## src/common/mmu_pkg.sv

```systemverilog
package mmu_pkg;

   ////////////////////////////////////////
   // sizes and bit positions
   ////////////////////////////////////////

   localparam int TLB_ENTRIES   = 16;
   localparam int TLB_IDX_W     = 4;
   localparam int VPN_W         = 20;
   localparam int PPN_W         = 20;
   localparam int PAGE_OFS_W    = 12;
   localparam int SATP_MODE_BIT = 31;

   // pte flag bits
   localparam int PTE_V = 0;
   localparam int PTE_R = 1;
   localparam int PTE_W = 2;
   localparam int PTE_X = 3;
   localparam int PTE_U = 4;

   ////////////////////////////////////////
   // enums
   ////////////////////////////////////////

   typedef enum logic [1:0] {
      ACC_FETCH = 2'd0,
      ACC_LOAD  = 2'd1,
      ACC_STORE = 2'd2
   } access_e;

   typedef enum logic [1:0] {
      PRIV_U = 2'd0,
      PRIV_S = 2'd1,
      PRIV_M = 2'd3
   } priv_e;

   typedef enum logic [4:0] {
      EXC_INSTR_PF = 5'd12,
      EXC_LOAD_PF  = 5'd13,
      EXC_STORE_PF = 5'd15
   } exc_code_e;

   typedef enum logic [2:0] {
      ST_IDLE,
      ST_PTE1,
      ST_PTE0,
      ST_DATA,
      ST_DONE
   } walk_state_e;

   typedef enum logic [1:0] {
      PTE_NEXT,
      PTE_LEAF_OK,
      PTE_FAULT
   } pte_class_e;

   ////////////////////////////////////////
   // structs
   ////////////////////////////////////////

   typedef struct packed {
      access_e     cause;
      logic [31:0] addr;
      logic [31:0] wdata;
      logic [3:0]  wstrb;
   } core_req_t;

   typedef struct packed {
      logic        fault;
      exc_code_e   code;
      logic [31:0] tval;
      logic [31:0] rdata;
   } core_resp_t;

   typedef struct packed {
      logic        write;
      logic [31:0] addr;
      logic [31:0] wdata;
      logic [3:0]  wstrb;
   } mem_req_t;

   // one 4 KB translation with its leaf flags
   typedef struct packed {
      logic             valid;
      logic [VPN_W-1:0] vpn;
      logic [PPN_W-1:0] ppn;
      logic             v;
      logic             r;
      logic             w;
      logic             x;
      logic             u;
   } tlb_entry_t;

endpackage
```

## src/hw/mmu_top.sv

```systemverilog
`timescale 1ns/1ps

module mmu_top (
   input  logic                clk,
   input  logic                rstn,
   input  logic [31:0]         satp,
   input  mmu_pkg::priv_e      priv,
   input  logic                sum,
   input  logic                flush,
   input  logic                core_req_valid,
   input  mmu_pkg::core_req_t  core_req,
   output logic                core_req_ready,
   output logic                core_resp_valid,
   output mmu_pkg::core_resp_t core_resp,
   output logic                mem_req_valid,
   output mmu_pkg::mem_req_t   mem_req,
   input  logic                mem_resp_valid,
   input  logic [31:0]         mem_resp_data
);

   logic [mmu_pkg::VPN_W-1:0] tlb_lookup_vpn;
   logic                      tlb_hit;
   mmu_pkg::tlb_entry_t       tlb_hit_entry;
   logic                      tlb_fill;
   mmu_pkg::tlb_entry_t       tlb_fill_entry;
   logic [31:0]               check_pte;
   logic                      check_level;
   mmu_pkg::access_e          check_cause;
   mmu_pkg::priv_e            check_priv;
   logic                      check_sum;
   mmu_pkg::pte_class_e       pte_class;

   walk_ctrl u_walk_ctrl (
      .clk            (clk),
      .rstn           (rstn),
      .satp           (satp),
      .priv           (priv),
      .sum            (sum),
      .core_req_valid (core_req_valid),
      .core_req       (core_req),
      .mem_resp_valid (mem_resp_valid),
      .mem_resp_data  (mem_resp_data),
      .tlb_hit        (tlb_hit),
      .tlb_hit_entry  (tlb_hit_entry),
      .pte_class      (pte_class),
      .core_req_ready (core_req_ready),
      .core_resp_valid(core_resp_valid),
      .core_resp      (core_resp),
      .mem_req_valid  (mem_req_valid),
      .mem_req        (mem_req),
      .tlb_lookup_vpn (tlb_lookup_vpn),
      .tlb_fill       (tlb_fill),
      .tlb_fill_entry (tlb_fill_entry),
      .check_pte      (check_pte),
      .check_level    (check_level),
      .check_cause    (check_cause),
      .check_priv     (check_priv),
      .check_sum      (check_sum)
   );

   tlb u_tlb (
      .clk        (clk),
      .rstn       (rstn),
      .flush      (flush),
      .lookup_vpn (tlb_lookup_vpn),
      .fill       (tlb_fill),
      .fill_entry (tlb_fill_entry),
      .hit        (tlb_hit),
      .hit_entry  (tlb_hit_entry)
   );

   pte_check u_pte_check (
      .pte       (check_pte),
      .level     (check_level),
      .cause     (check_cause),
      .priv      (check_priv),
      .sum       (check_sum),
      .pte_class (pte_class)
   );

endmodule

```

## src/hw/walk_ctrl.sv

```systemverilog
`timescale 1ns/1ps

module walk_ctrl (
   input  logic                      clk,
   input  logic                      rstn,
   input  logic [31:0]               satp,
   input  mmu_pkg::priv_e            priv,
   input  logic                      sum,
   input  logic                      core_req_valid,
   input  mmu_pkg::core_req_t        core_req,
   input  logic                      mem_resp_valid,
   input  logic [31:0]               mem_resp_data,
   input  logic                      tlb_hit,
   input  mmu_pkg::tlb_entry_t       tlb_hit_entry,
   input  mmu_pkg::pte_class_e       pte_class,
   output logic                      core_req_ready,
   output logic                      core_resp_valid,
   output mmu_pkg::core_resp_t       core_resp,
   output logic                      mem_req_valid,
   output mmu_pkg::mem_req_t         mem_req,
   output logic [mmu_pkg::VPN_W-1:0] tlb_lookup_vpn,
   output logic                      tlb_fill,
   output mmu_pkg::tlb_entry_t       tlb_fill_entry,
   output logic [31:0]               check_pte,
   output logic                      check_level,
   output mmu_pkg::access_e          check_cause,
   output mmu_pkg::priv_e            check_priv,
   output logic                      check_sum
);

   localparam int OFS = mmu_pkg::PAGE_OFS_W;

   mmu_pkg::walk_state_e state;
   mmu_pkg::core_req_t   req_q;
   mmu_pkg::priv_e       priv_q;
   logic                 sum_q;
   logic                 accept;
   logic                 bypass;
   logic [31:0]          hit_pte;
   logic [31:0]          leaf_paddr;

   function automatic mmu_pkg::exc_code_e fault_code(input mmu_pkg::access_e cause);
      case (cause)
         mmu_pkg::ACC_FETCH: return mmu_pkg::EXC_INSTR_PF;
         mmu_pkg::ACC_STORE: return mmu_pkg::EXC_STORE_PF;
         default:            return mmu_pkg::EXC_LOAD_PF;
      endcase
   endfunction

   function automatic mmu_pkg::mem_req_t data_req(input mmu_pkg::core_req_t r,
                                                  input logic [31:0] paddr);
      return '{write: (r.cause == mmu_pkg::ACC_STORE), addr: paddr,
               wdata: r.wdata, wstrb: r.wstrb};
   endfunction

   function automatic mmu_pkg::mem_req_t pte_req(input logic [31:0] addr);
      return '{write: 1'b0, addr: addr, wdata: 32'h0, wstrb: 4'h0};
   endfunction

   function automatic mmu_pkg::core_resp_t fault_resp(input mmu_pkg::core_req_t r);
      return '{fault: 1'b1, code: fault_code(r.cause), tval: r.addr, rdata: 32'h0};
   endfunction

   assign core_req_ready = (state == mmu_pkg::ST_IDLE);
   assign accept         = core_req_valid && core_req_ready;
   assign bypass         = !satp[mmu_pkg::SATP_MODE_BIT] || (priv == mmu_pkg::PRIV_M);
   assign tlb_lookup_vpn = core_req.addr[31:OFS];

   // cached flags rebuilt as a level-0 pte
   always_comb begin
      hit_pte                 = '0;
      hit_pte[29:10]          = tlb_hit_entry.ppn;
      hit_pte[mmu_pkg::PTE_V] = tlb_hit_entry.v;
      hit_pte[mmu_pkg::PTE_R] = tlb_hit_entry.r;
      hit_pte[mmu_pkg::PTE_W] = tlb_hit_entry.w;
      hit_pte[mmu_pkg::PTE_X] = tlb_hit_entry.x;
      hit_pte[mmu_pkg::PTE_U] = tlb_hit_entry.u;
   end

   // checker sees the new request in idle, the walked pte afterwards
   always_comb begin
      if (state == mmu_pkg::ST_IDLE) begin
         check_pte   = hit_pte;
         check_level = 1'b0;
         check_cause = core_req.cause;
         check_priv  = priv;
         check_sum   = sum;
      end else begin
         check_pte   = mem_resp_data;
         check_level = (state == mmu_pkg::ST_PTE1);
         check_cause = req_q.cause;
         check_priv  = priv_q;
         check_sum   = sum_q;
      end
   end

   // superpage keeps vpn0 from the virtual address
   assign leaf_paddr = (state == mmu_pkg::ST_PTE1) ?
                       {mem_resp_data[29:20], req_q.addr[21:0]} :
                       {mem_resp_data[29:10], req_q.addr[OFS-1:0]};

   ////////////////////////////////////////
   // walk fsm
   ////////////////////////////////////////

   always_ff @(posedge clk) begin
      if (rstn) begin
         state           <= mmu_pkg::ST_IDLE;
         core_resp_valid <= 1'b0;
         mem_req_valid   <= 1'b0;
         tlb_fill        <= 1'b0;
      end else begin
         core_resp_valid <= 1'b0;
         mem_req_valid   <= 1'b0;
         tlb_fill        <= 1'b0;
         case (state)
            mmu_pkg::ST_IDLE: begin
               if (accept) begin
                  req_q  <= core_req;
                  priv_q <= priv;
                  sum_q  <= sum;
                  if (bypass) begin
                     mem_req_valid <= 1'b1;
                     mem_req       <= data_req(core_req, core_req.addr);
                     state         <= mmu_pkg::ST_DATA;
                  end else if (tlb_hit && pte_class == mmu_pkg::PTE_LEAF_OK) begin
                     mem_req_valid <= 1'b1;
                     mem_req       <= data_req(core_req,
                                               {tlb_hit_entry.ppn, core_req.addr[OFS-1:0]});
                     state         <= mmu_pkg::ST_DATA;
                  end else if (tlb_hit) begin
                     core_resp_valid <= 1'b1;
                     core_resp       <= fault_resp(core_req);
                     state           <= mmu_pkg::ST_DONE;
                  end else begin
                     mem_req_valid <= 1'b1;
                     mem_req       <= pte_req({satp[19:0], 12'h000} +
                                              {20'h0, core_req.addr[31:22], 2'b00});
                     state         <= mmu_pkg::ST_PTE1;
                  end
               end
            end
            mmu_pkg::ST_PTE1, mmu_pkg::ST_PTE0: begin
               if (mem_resp_valid) begin
                  if (pte_class == mmu_pkg::PTE_NEXT) begin
                     mem_req_valid <= 1'b1;
                     mem_req       <= pte_req({mem_resp_data[29:10], 12'h000} +
                                              {20'h0, req_q.addr[21:12], 2'b00});
                     state         <= mmu_pkg::ST_PTE0;
                  end else if (pte_class == mmu_pkg::PTE_LEAF_OK) begin
                     mem_req_valid  <= 1'b1;
                     mem_req        <= data_req(req_q, leaf_paddr);
                     tlb_fill       <= 1'b1;
                     tlb_fill_entry <= '{valid: 1'b1,
                                         vpn:   req_q.addr[31:OFS],
                                         ppn:   leaf_paddr[31:OFS],
                                         v:     mem_resp_data[mmu_pkg::PTE_V],
                                         r:     mem_resp_data[mmu_pkg::PTE_R],
                                         w:     mem_resp_data[mmu_pkg::PTE_W],
                                         x:     mem_resp_data[mmu_pkg::PTE_X],
                                         u:     mem_resp_data[mmu_pkg::PTE_U]};
                     state          <= mmu_pkg::ST_DATA;
                  end else begin
                     core_resp_valid <= 1'b1;
                     core_resp       <= fault_resp(req_q);
                     state           <= mmu_pkg::ST_DONE;
                  end
               end
            end
            mmu_pkg::ST_DATA: begin
               if (mem_resp_valid) begin
                  core_resp_valid <= 1'b1;
                  core_resp       <= '{fault: 1'b0, code: fault_code(req_q.cause),
                                       tval: req_q.addr, rdata: mem_resp_data};
                  state           <= mmu_pkg::ST_DONE;
               end
            end
            default: state <= mmu_pkg::ST_IDLE;
         endcase
      end
   end

endmodule

```

## src/tlb/tlb.sv

```systemverilog
`timescale 1ns/1ps

module tlb (
   input  logic                      clk,
   input  logic                      rstn,
   input  logic                      flush,
   input  logic [mmu_pkg::VPN_W-1:0] lookup_vpn,
   input  logic                      fill,
   input  mmu_pkg::tlb_entry_t       fill_entry,
   output logic                      hit,
   output mmu_pkg::tlb_entry_t       hit_entry
);

   mmu_pkg::tlb_entry_t           entries [mmu_pkg::TLB_ENTRIES];
   logic                          present;
   logic [mmu_pkg::TLB_IDX_W-1:0] fill_idx;

   // parallel tag compare
   always_comb begin
      hit       = 1'b0;
      hit_entry = '0;
      for (int i = mmu_pkg::TLB_ENTRIES - 1; i >= 0; i--) begin
         if (entries[i].valid && entries[i].vpn == lookup_vpn) begin
            hit       = 1'b1;
            hit_entry = entries[i];
         end
      end
   end

   // lowest free slot, slot 0 when full
   always_comb begin
      present  = 1'b0;
      fill_idx = '0;
      for (int i = mmu_pkg::TLB_ENTRIES - 1; i >= 0; i--) begin
         if (entries[i].valid && entries[i].vpn == fill_entry.vpn) begin
            present = 1'b1;
         end
         if (!entries[i].valid) begin
            fill_idx = i[mmu_pkg::TLB_IDX_W-1:0];
         end
      end
   end

   always_ff @(posedge clk) begin
      if (rstn || flush) begin
         for (int i = 0; i < mmu_pkg::TLB_ENTRIES; i++) begin
            entries[i].valid <= 1'b0;
         end
      end else if (fill && !present) begin
         entries[fill_idx] <= fill_entry;
      end
   end

endmodule

```

## src/hw/pte_check.sv

```systemverilog
`timescale 1ns/1ps

module pte_check (
   input  logic                [31:0] pte,
   input  logic                       level,
   input  mmu_pkg::access_e           cause,
   input  mmu_pkg::priv_e             priv,
   input  logic                       sum,
   output mmu_pkg::pte_class_e        pte_class
);

   logic invalid;
   logic leaf;
   logic right_ok;
   logic priv_ok;
   logic misaligned;

   // w without r is reserved
   assign invalid = !pte[mmu_pkg::PTE_V] || (!pte[mmu_pkg::PTE_R] && pte[mmu_pkg::PTE_W]);
   assign leaf    = pte[mmu_pkg::PTE_R] || pte[mmu_pkg::PTE_X];

   always_comb begin
      case (cause)
         mmu_pkg::ACC_FETCH: right_ok = pte[mmu_pkg::PTE_X];
         mmu_pkg::ACC_LOAD:  right_ok = pte[mmu_pkg::PTE_R];
         mmu_pkg::ACC_STORE: right_ok = pte[mmu_pkg::PTE_W];
         default:            right_ok = 1'b0;
      endcase
   end

   // supervisor reaches user pages only with sum
   always_comb begin
      case (priv)
         mmu_pkg::PRIV_U: priv_ok = pte[mmu_pkg::PTE_U];
         mmu_pkg::PRIV_S: priv_ok = !pte[mmu_pkg::PTE_U] || sum;
         default:         priv_ok = 1'b1;
      endcase
   end

   assign misaligned = level && (pte[19:10] != 10'h0);

   always_comb begin
      if (invalid) begin
         pte_class = mmu_pkg::PTE_FAULT;
      end else if (!leaf) begin
         pte_class = level ? mmu_pkg::PTE_NEXT : mmu_pkg::PTE_FAULT;
      end else if (!right_ok || !priv_ok || misaligned) begin
         pte_class = mmu_pkg::PTE_FAULT;
      end else begin
         pte_class = mmu_pkg::PTE_LEAF_OK;
      end
   end

endmodule

```

## config.mk

```make
export PLATFORM = sky130hd
export DESIGN_NAME = mmu_top
export DESIGN_NICKNAME = d
export VERILOG_FILES = /design/src/common/mmu_pkg.sv /design/src/hw/mmu_top.sv /design/src/hw/walk_ctrl.sv /design/src/tlb/tlb.sv /design/src/hw/pte_check.sv
export SDC_FILE = /design/constraint.sdc
export NUM_CORES = 2
export LEC_CHECK = 0
export BUFFER_PORTS_ARGS = -buffer_cell sky130_fd_sc_hd__buf_2
export CORE_ASPECT_RATIO = 0.75
export CORE_MARGIN = 2
export CORE_UTILIZATION = 29
export DETAILED_ROUTE_END_ITERATION = 10
export HOLD_SLACK_MARGIN = 0.06
export PLACE_DENSITY_LB_ADDON = 0.15
export SKIP_LAST_GASP = 1
export SLEW_MARGIN = 15
export SYNTH_ARGS = -nofsm -noshare
export SYNTH_HDL_FRONTEND = slang
export SYNTH_HIERARCHICAL = 1
export SYNTH_SLANG_ARGS = --single-unit
```

## constraint.sdc

```tcl
create_clock -name clk -period 13.92 [get_ports clk]
set_clock_uncertainty 0.05 [all_clocks]
set_input_delay 0.696 -clock clk [delete_from_list [all_inputs] [get_ports clk]]
set_output_delay 0.696 -clock clk [all_outputs]
set_load 0.01 [all_outputs]
```

# Word-level counts from Yosys, hierarchy flattened
# Memory sizes are Yosys's and may differ from the RTL's.
# Cells that the tools add are included.
# totals
ramBits,736
output_inout_bits,142
memories,1
register_bits,263
inputBits,142
# memory_table
memory,depth,word_bits,read_ports,rd_ports_with_merged_regs,write_ports,line_no,source
u_tlb.entries,16,46,16,0,16,tlb.sv:14,mmu_pkg::tlb_entry_t entries [mmu_pkg::TLB_ENTRIES];
# op_classes
n_mux,129
n_eq_ne,52
reduce_logical,68
bitwise_logic,4
n_addsub,2
# op_table
cell,count
$eq 20x20->1,32
$mux 70,8
$mux 69,7
$mux 25,16
$pmux 70 s3,1
$pmux 69 s2,1
$mux 4,17
$add 32x12->32,2
$mux 1,54
$mux 46,1
$reduce_or 46->1,1
$logic_and 1x1->1,37
$mux 3,8
$mux 22,1
$mux 20,1
$mux 2,7
$ne 2x2->1 const B,7
$logic_not 2->1,5
$reduce_and 10->1,1
$reduce_bool 10->1,1
$pmux 3 s3,1
$eq 2x2->1 const B,4
$pmux 2 s2,2
$logic_not 1->1,7
18 further kinds,33

# Logic depth before layout (Yosys ltp)
# An unclocked memory read counts as a cell.
# logic_depth
ltp_word,35
mapped_depth,24
mapped_depth_nobuf,18

# Cells and area by module
# Netlist, hierarchy kept.
# modules_own_cells
mod,instances,area_each_um2,cells_per_inst
tlb,1,36610.1,2775
walk_ctrl,1,10824.1,697
pte_check,1,110.1,14

# Worst setup path before layout
# Ideal clock, no wire load.
# synth_timing
path_kind,input to register
startpoint,input core_req[54] (netlist bit)
endpoint,register u_walk_ctrl/core_resp[0] (netlist name)
path_stages,21
required_ns,13.270
slack_ns,3.857
arrival_ns,9.413
path_cell_list,buf_4 > buf_4 > buf_6 > xor2_1 > nor4_1 > nand3_1 > a211oi_4 > buf_4 > a221oi_1 > o31ai_1 > a221oi_2 > o41ai_2 > mux2_2 > nor4_1 > a31oi_1 > a311oi_2 > a21oi_2 > nand3b_1 > clkbuf_1 > nand3_1 > a221oi_1
# synth_rtl
item,line_no,source
"start, declared",mmu_top.sv:11,"input mmu_pkg::core_req_t core_req,"

==> results.toml <==
[outcome]
outcome = "complete, no violations"

[worst_setup_path]
critPathLaunchType = "primary input"
crit_fanout = 69
reg2reg_to = "u_walk_ctrl/mem_req[31]"
path_cells = "buf_2 -> buf_4 -> xor2_1 -> nor4_1 -> nand4_1 -> nor4_4 -> buf_4 -> o211ai_1 -> a221oi_1 -> o41ai_1 -> mux2_2 -> or4b_4 -> a311oi_2 -> a21oi_2 -> nand2b_1 -> nand3_1 -> a31oi_1 -> nor3_2 -> buf_4"
reg2regPathDepth = 19
endpoint_kind = "flop"
crit_slowest_cell = "buf_4"
worstPathArrival_ns = 7.85
crit_path_frequent_cell = "buf_4"
worstReg2RegStart = "u_tlb/entries[6][28]"
cp.required_ns = 14.19
crit_type = "primary input to flop"
reg2reg_slack_ns = 6.74
slowest_delay_ns = 0.85

[floorplan]
core-area_um2 = 153000
die-area_um2 = 157000
die_h_um = 344
die_x_um = 457
start_util_pct = 29.2
std_cell_rows = 124
top_level_ports = 284

[cts]
cts_sinks = 996
cts-root-buf = "clkbuf_16"
postCtsSetupBuffers = 0
numCtsBuffers = 99
cts_tree = "yes"
clkTransAtPathRegs_ns = 0.07
cts-hold-fix-buffers = 0
clockBufferDepth = 3
worstSkewPairLatency_ns = 0.72
post_cts_resized = 0
htree_levels = 3

[global_route]
grt_usage_pct = 18.8
grt_max_degree = 70
grt_antenna_before_repair = 17
grt_overflow_total = 0
grt_pass1_vias = 25969
grt_pass1_wl_um = 210000

[route]
route.detailed.drc = 0
drtIter0Drc = 2743
num_vias = 26815
vias_per_cell = 4.99
post_drt_wl_per_cell_um = 28.3
dr.pass1.iters = 7
finalWirelength_um = 152000
antenna_left = 0

[sta]
final_hold_viol_count = 0
worst_pin_slew_ns = 1.21
fmax_mhz = 132
layout_setup_ws_ns = 6.34
rsz0062_at_grt = "false"
fin_crit_ns = 7.58
slew_viol_final = 0
period_share_pct = 54.4
fin_tns_setup_ns = 0
setup_viol = 0
relSlewSlack_pct = 19.4

[layout]
area.sequential_um2 = 29800
final_net_count = 3421
layoutNonFillerInstCount = 5379
multi_input_area_um2 = 13600
drive_gt1_share_pct = 20.9
area_delta_synth_final_pct = 14.8
fillers = 15066

[power]
p_leak_nw = 16.6
p_per_area_nw_per_um2 = 138
irDropWorstVdd_mv = 0.117

[logic_synthesis]
yosysWarningCount = 6
syn_avg_cell_area_um2 = 14.6
syn_inst = 3056
synth_area_um2 = 44700

[placed_design]
place_inst = 5194
gp_congestion = 0.797
dp_hpwl_um = 92000
preCtsSetupSlack_ns = 5.66
io_buffers = 269

[min_path]
worstHoldStart = "core_req[16]"
hold_depth = 1
whs_endpoint = "u_walk_ctrl/req_q[16]"
hold_class = "primary input to flop"

[job]
cap_violations = 0
==> registers in the layout, summed over array words and instances, names as in the netlist <==
name                         cells
u_tlb/entries                  736
u_walk_ctrl/core_resp           67
u_walk_ctrl/core_resp_valid      1
u_walk_ctrl/mem_req             69
u_walk_ctrl/mem_req_valid        1
u_walk_ctrl/priv_q               2
u_walk_ctrl/req_q               70
u_walk_ctrl/state                3
u_walk_ctrl/sum_q                1
u_walk_ctrl/tlb_fill             1
u_walk_ctrl/tlb_fill_entry      45
==> report_power, final <==
part,internal (W),leakage [nW],total (W),switching (W)
Combinational,0.000307,6.05,0.000880,0.000573
Clock,0.00146,1.52,0.00267,0.00121
Sequential,0.00344,9.02,0.00350,0.0000524
==> per-stage QoR <==
step	hold slack (ns)	cell area [um^2]	util, %	total power, W
detailed placement	0.380	48100	31.5	0.00443
CTS	0.0607	51200	33.6	0.00710
global route	0.0780	51200	33.6	0.00728
global placement	0.377	48100	31.5	0.00443
floorplan	0.372	44700	-	0.00410
finish	0.112	51300	33.6	0.00705
==> how the worst max path moves through the flow <==
stage / from / end / depth (start not counted)
after floorplan: core_req[58] / u_walk_ctrl/core_resp[0] / 21
after global placement: core_req[64] / u_walk_ctrl/mem_req[30] / 19
after detailed placement: core_req[64] / u_walk_ctrl/mem_req[29] / 19
after CTS: core_req[64] / u_walk_ctrl/mem_req[37] / 19
after global routing: core_req[64] / u_walk_ctrl/mem_req[26] / 20
final: core_req[64] / u_walk_ctrl/mem_req[31] / 19
==> routing by layer <==
metal	up-vias	share of wire (%)	GRT usage (%)
met4	6	1.8	3.91
li1	11963	-	-
met2	647	43	27.3
met5	-	0.022	0
met1	14039	50	29.0
met3	160	5.5	3.46
==> cells in the final DEF, fill, tap and decap left out, drive strengths merged, types with 40 or more instances in the layout <==
cell type  count
nor2         123
buf          372
clkinv        43
xnor2        279
clkbuf       126
nand4         79
a21oi         75
xor2         362
mux2          62
o21ai        116
nor4         106
a221oi        78
edfxtp       990
o22ai         40
nand2         73
==> critical path, delay by kind of cell <==
kind / cells / cell delay (ns)
multiplexers: 1 / 0.31
XOR/XNOR: 1 / 0.12
AO/OA/AOI/OAI: 6 / 1.95
buffers and inverters: 4 / 2.34
AND/OR/NAND/NOR: 7 / 2.27
==> layout make-up <==
cell class / instances / share of cell area [%]
Clock buffer: 126 / 5.03
Antenna cell: 5 / 0.0244
Clock inverter: 54 / 1.03
Inverter: 22 / 0.161
Multi-Input combinational cell: 1788 / 26.5
Timing Repair Buffer: 372 / 4.14
Sequential cell: 996 / 58.2
Tap cell: 2016 / 4.92
Power figures use the tool's default switching activity.
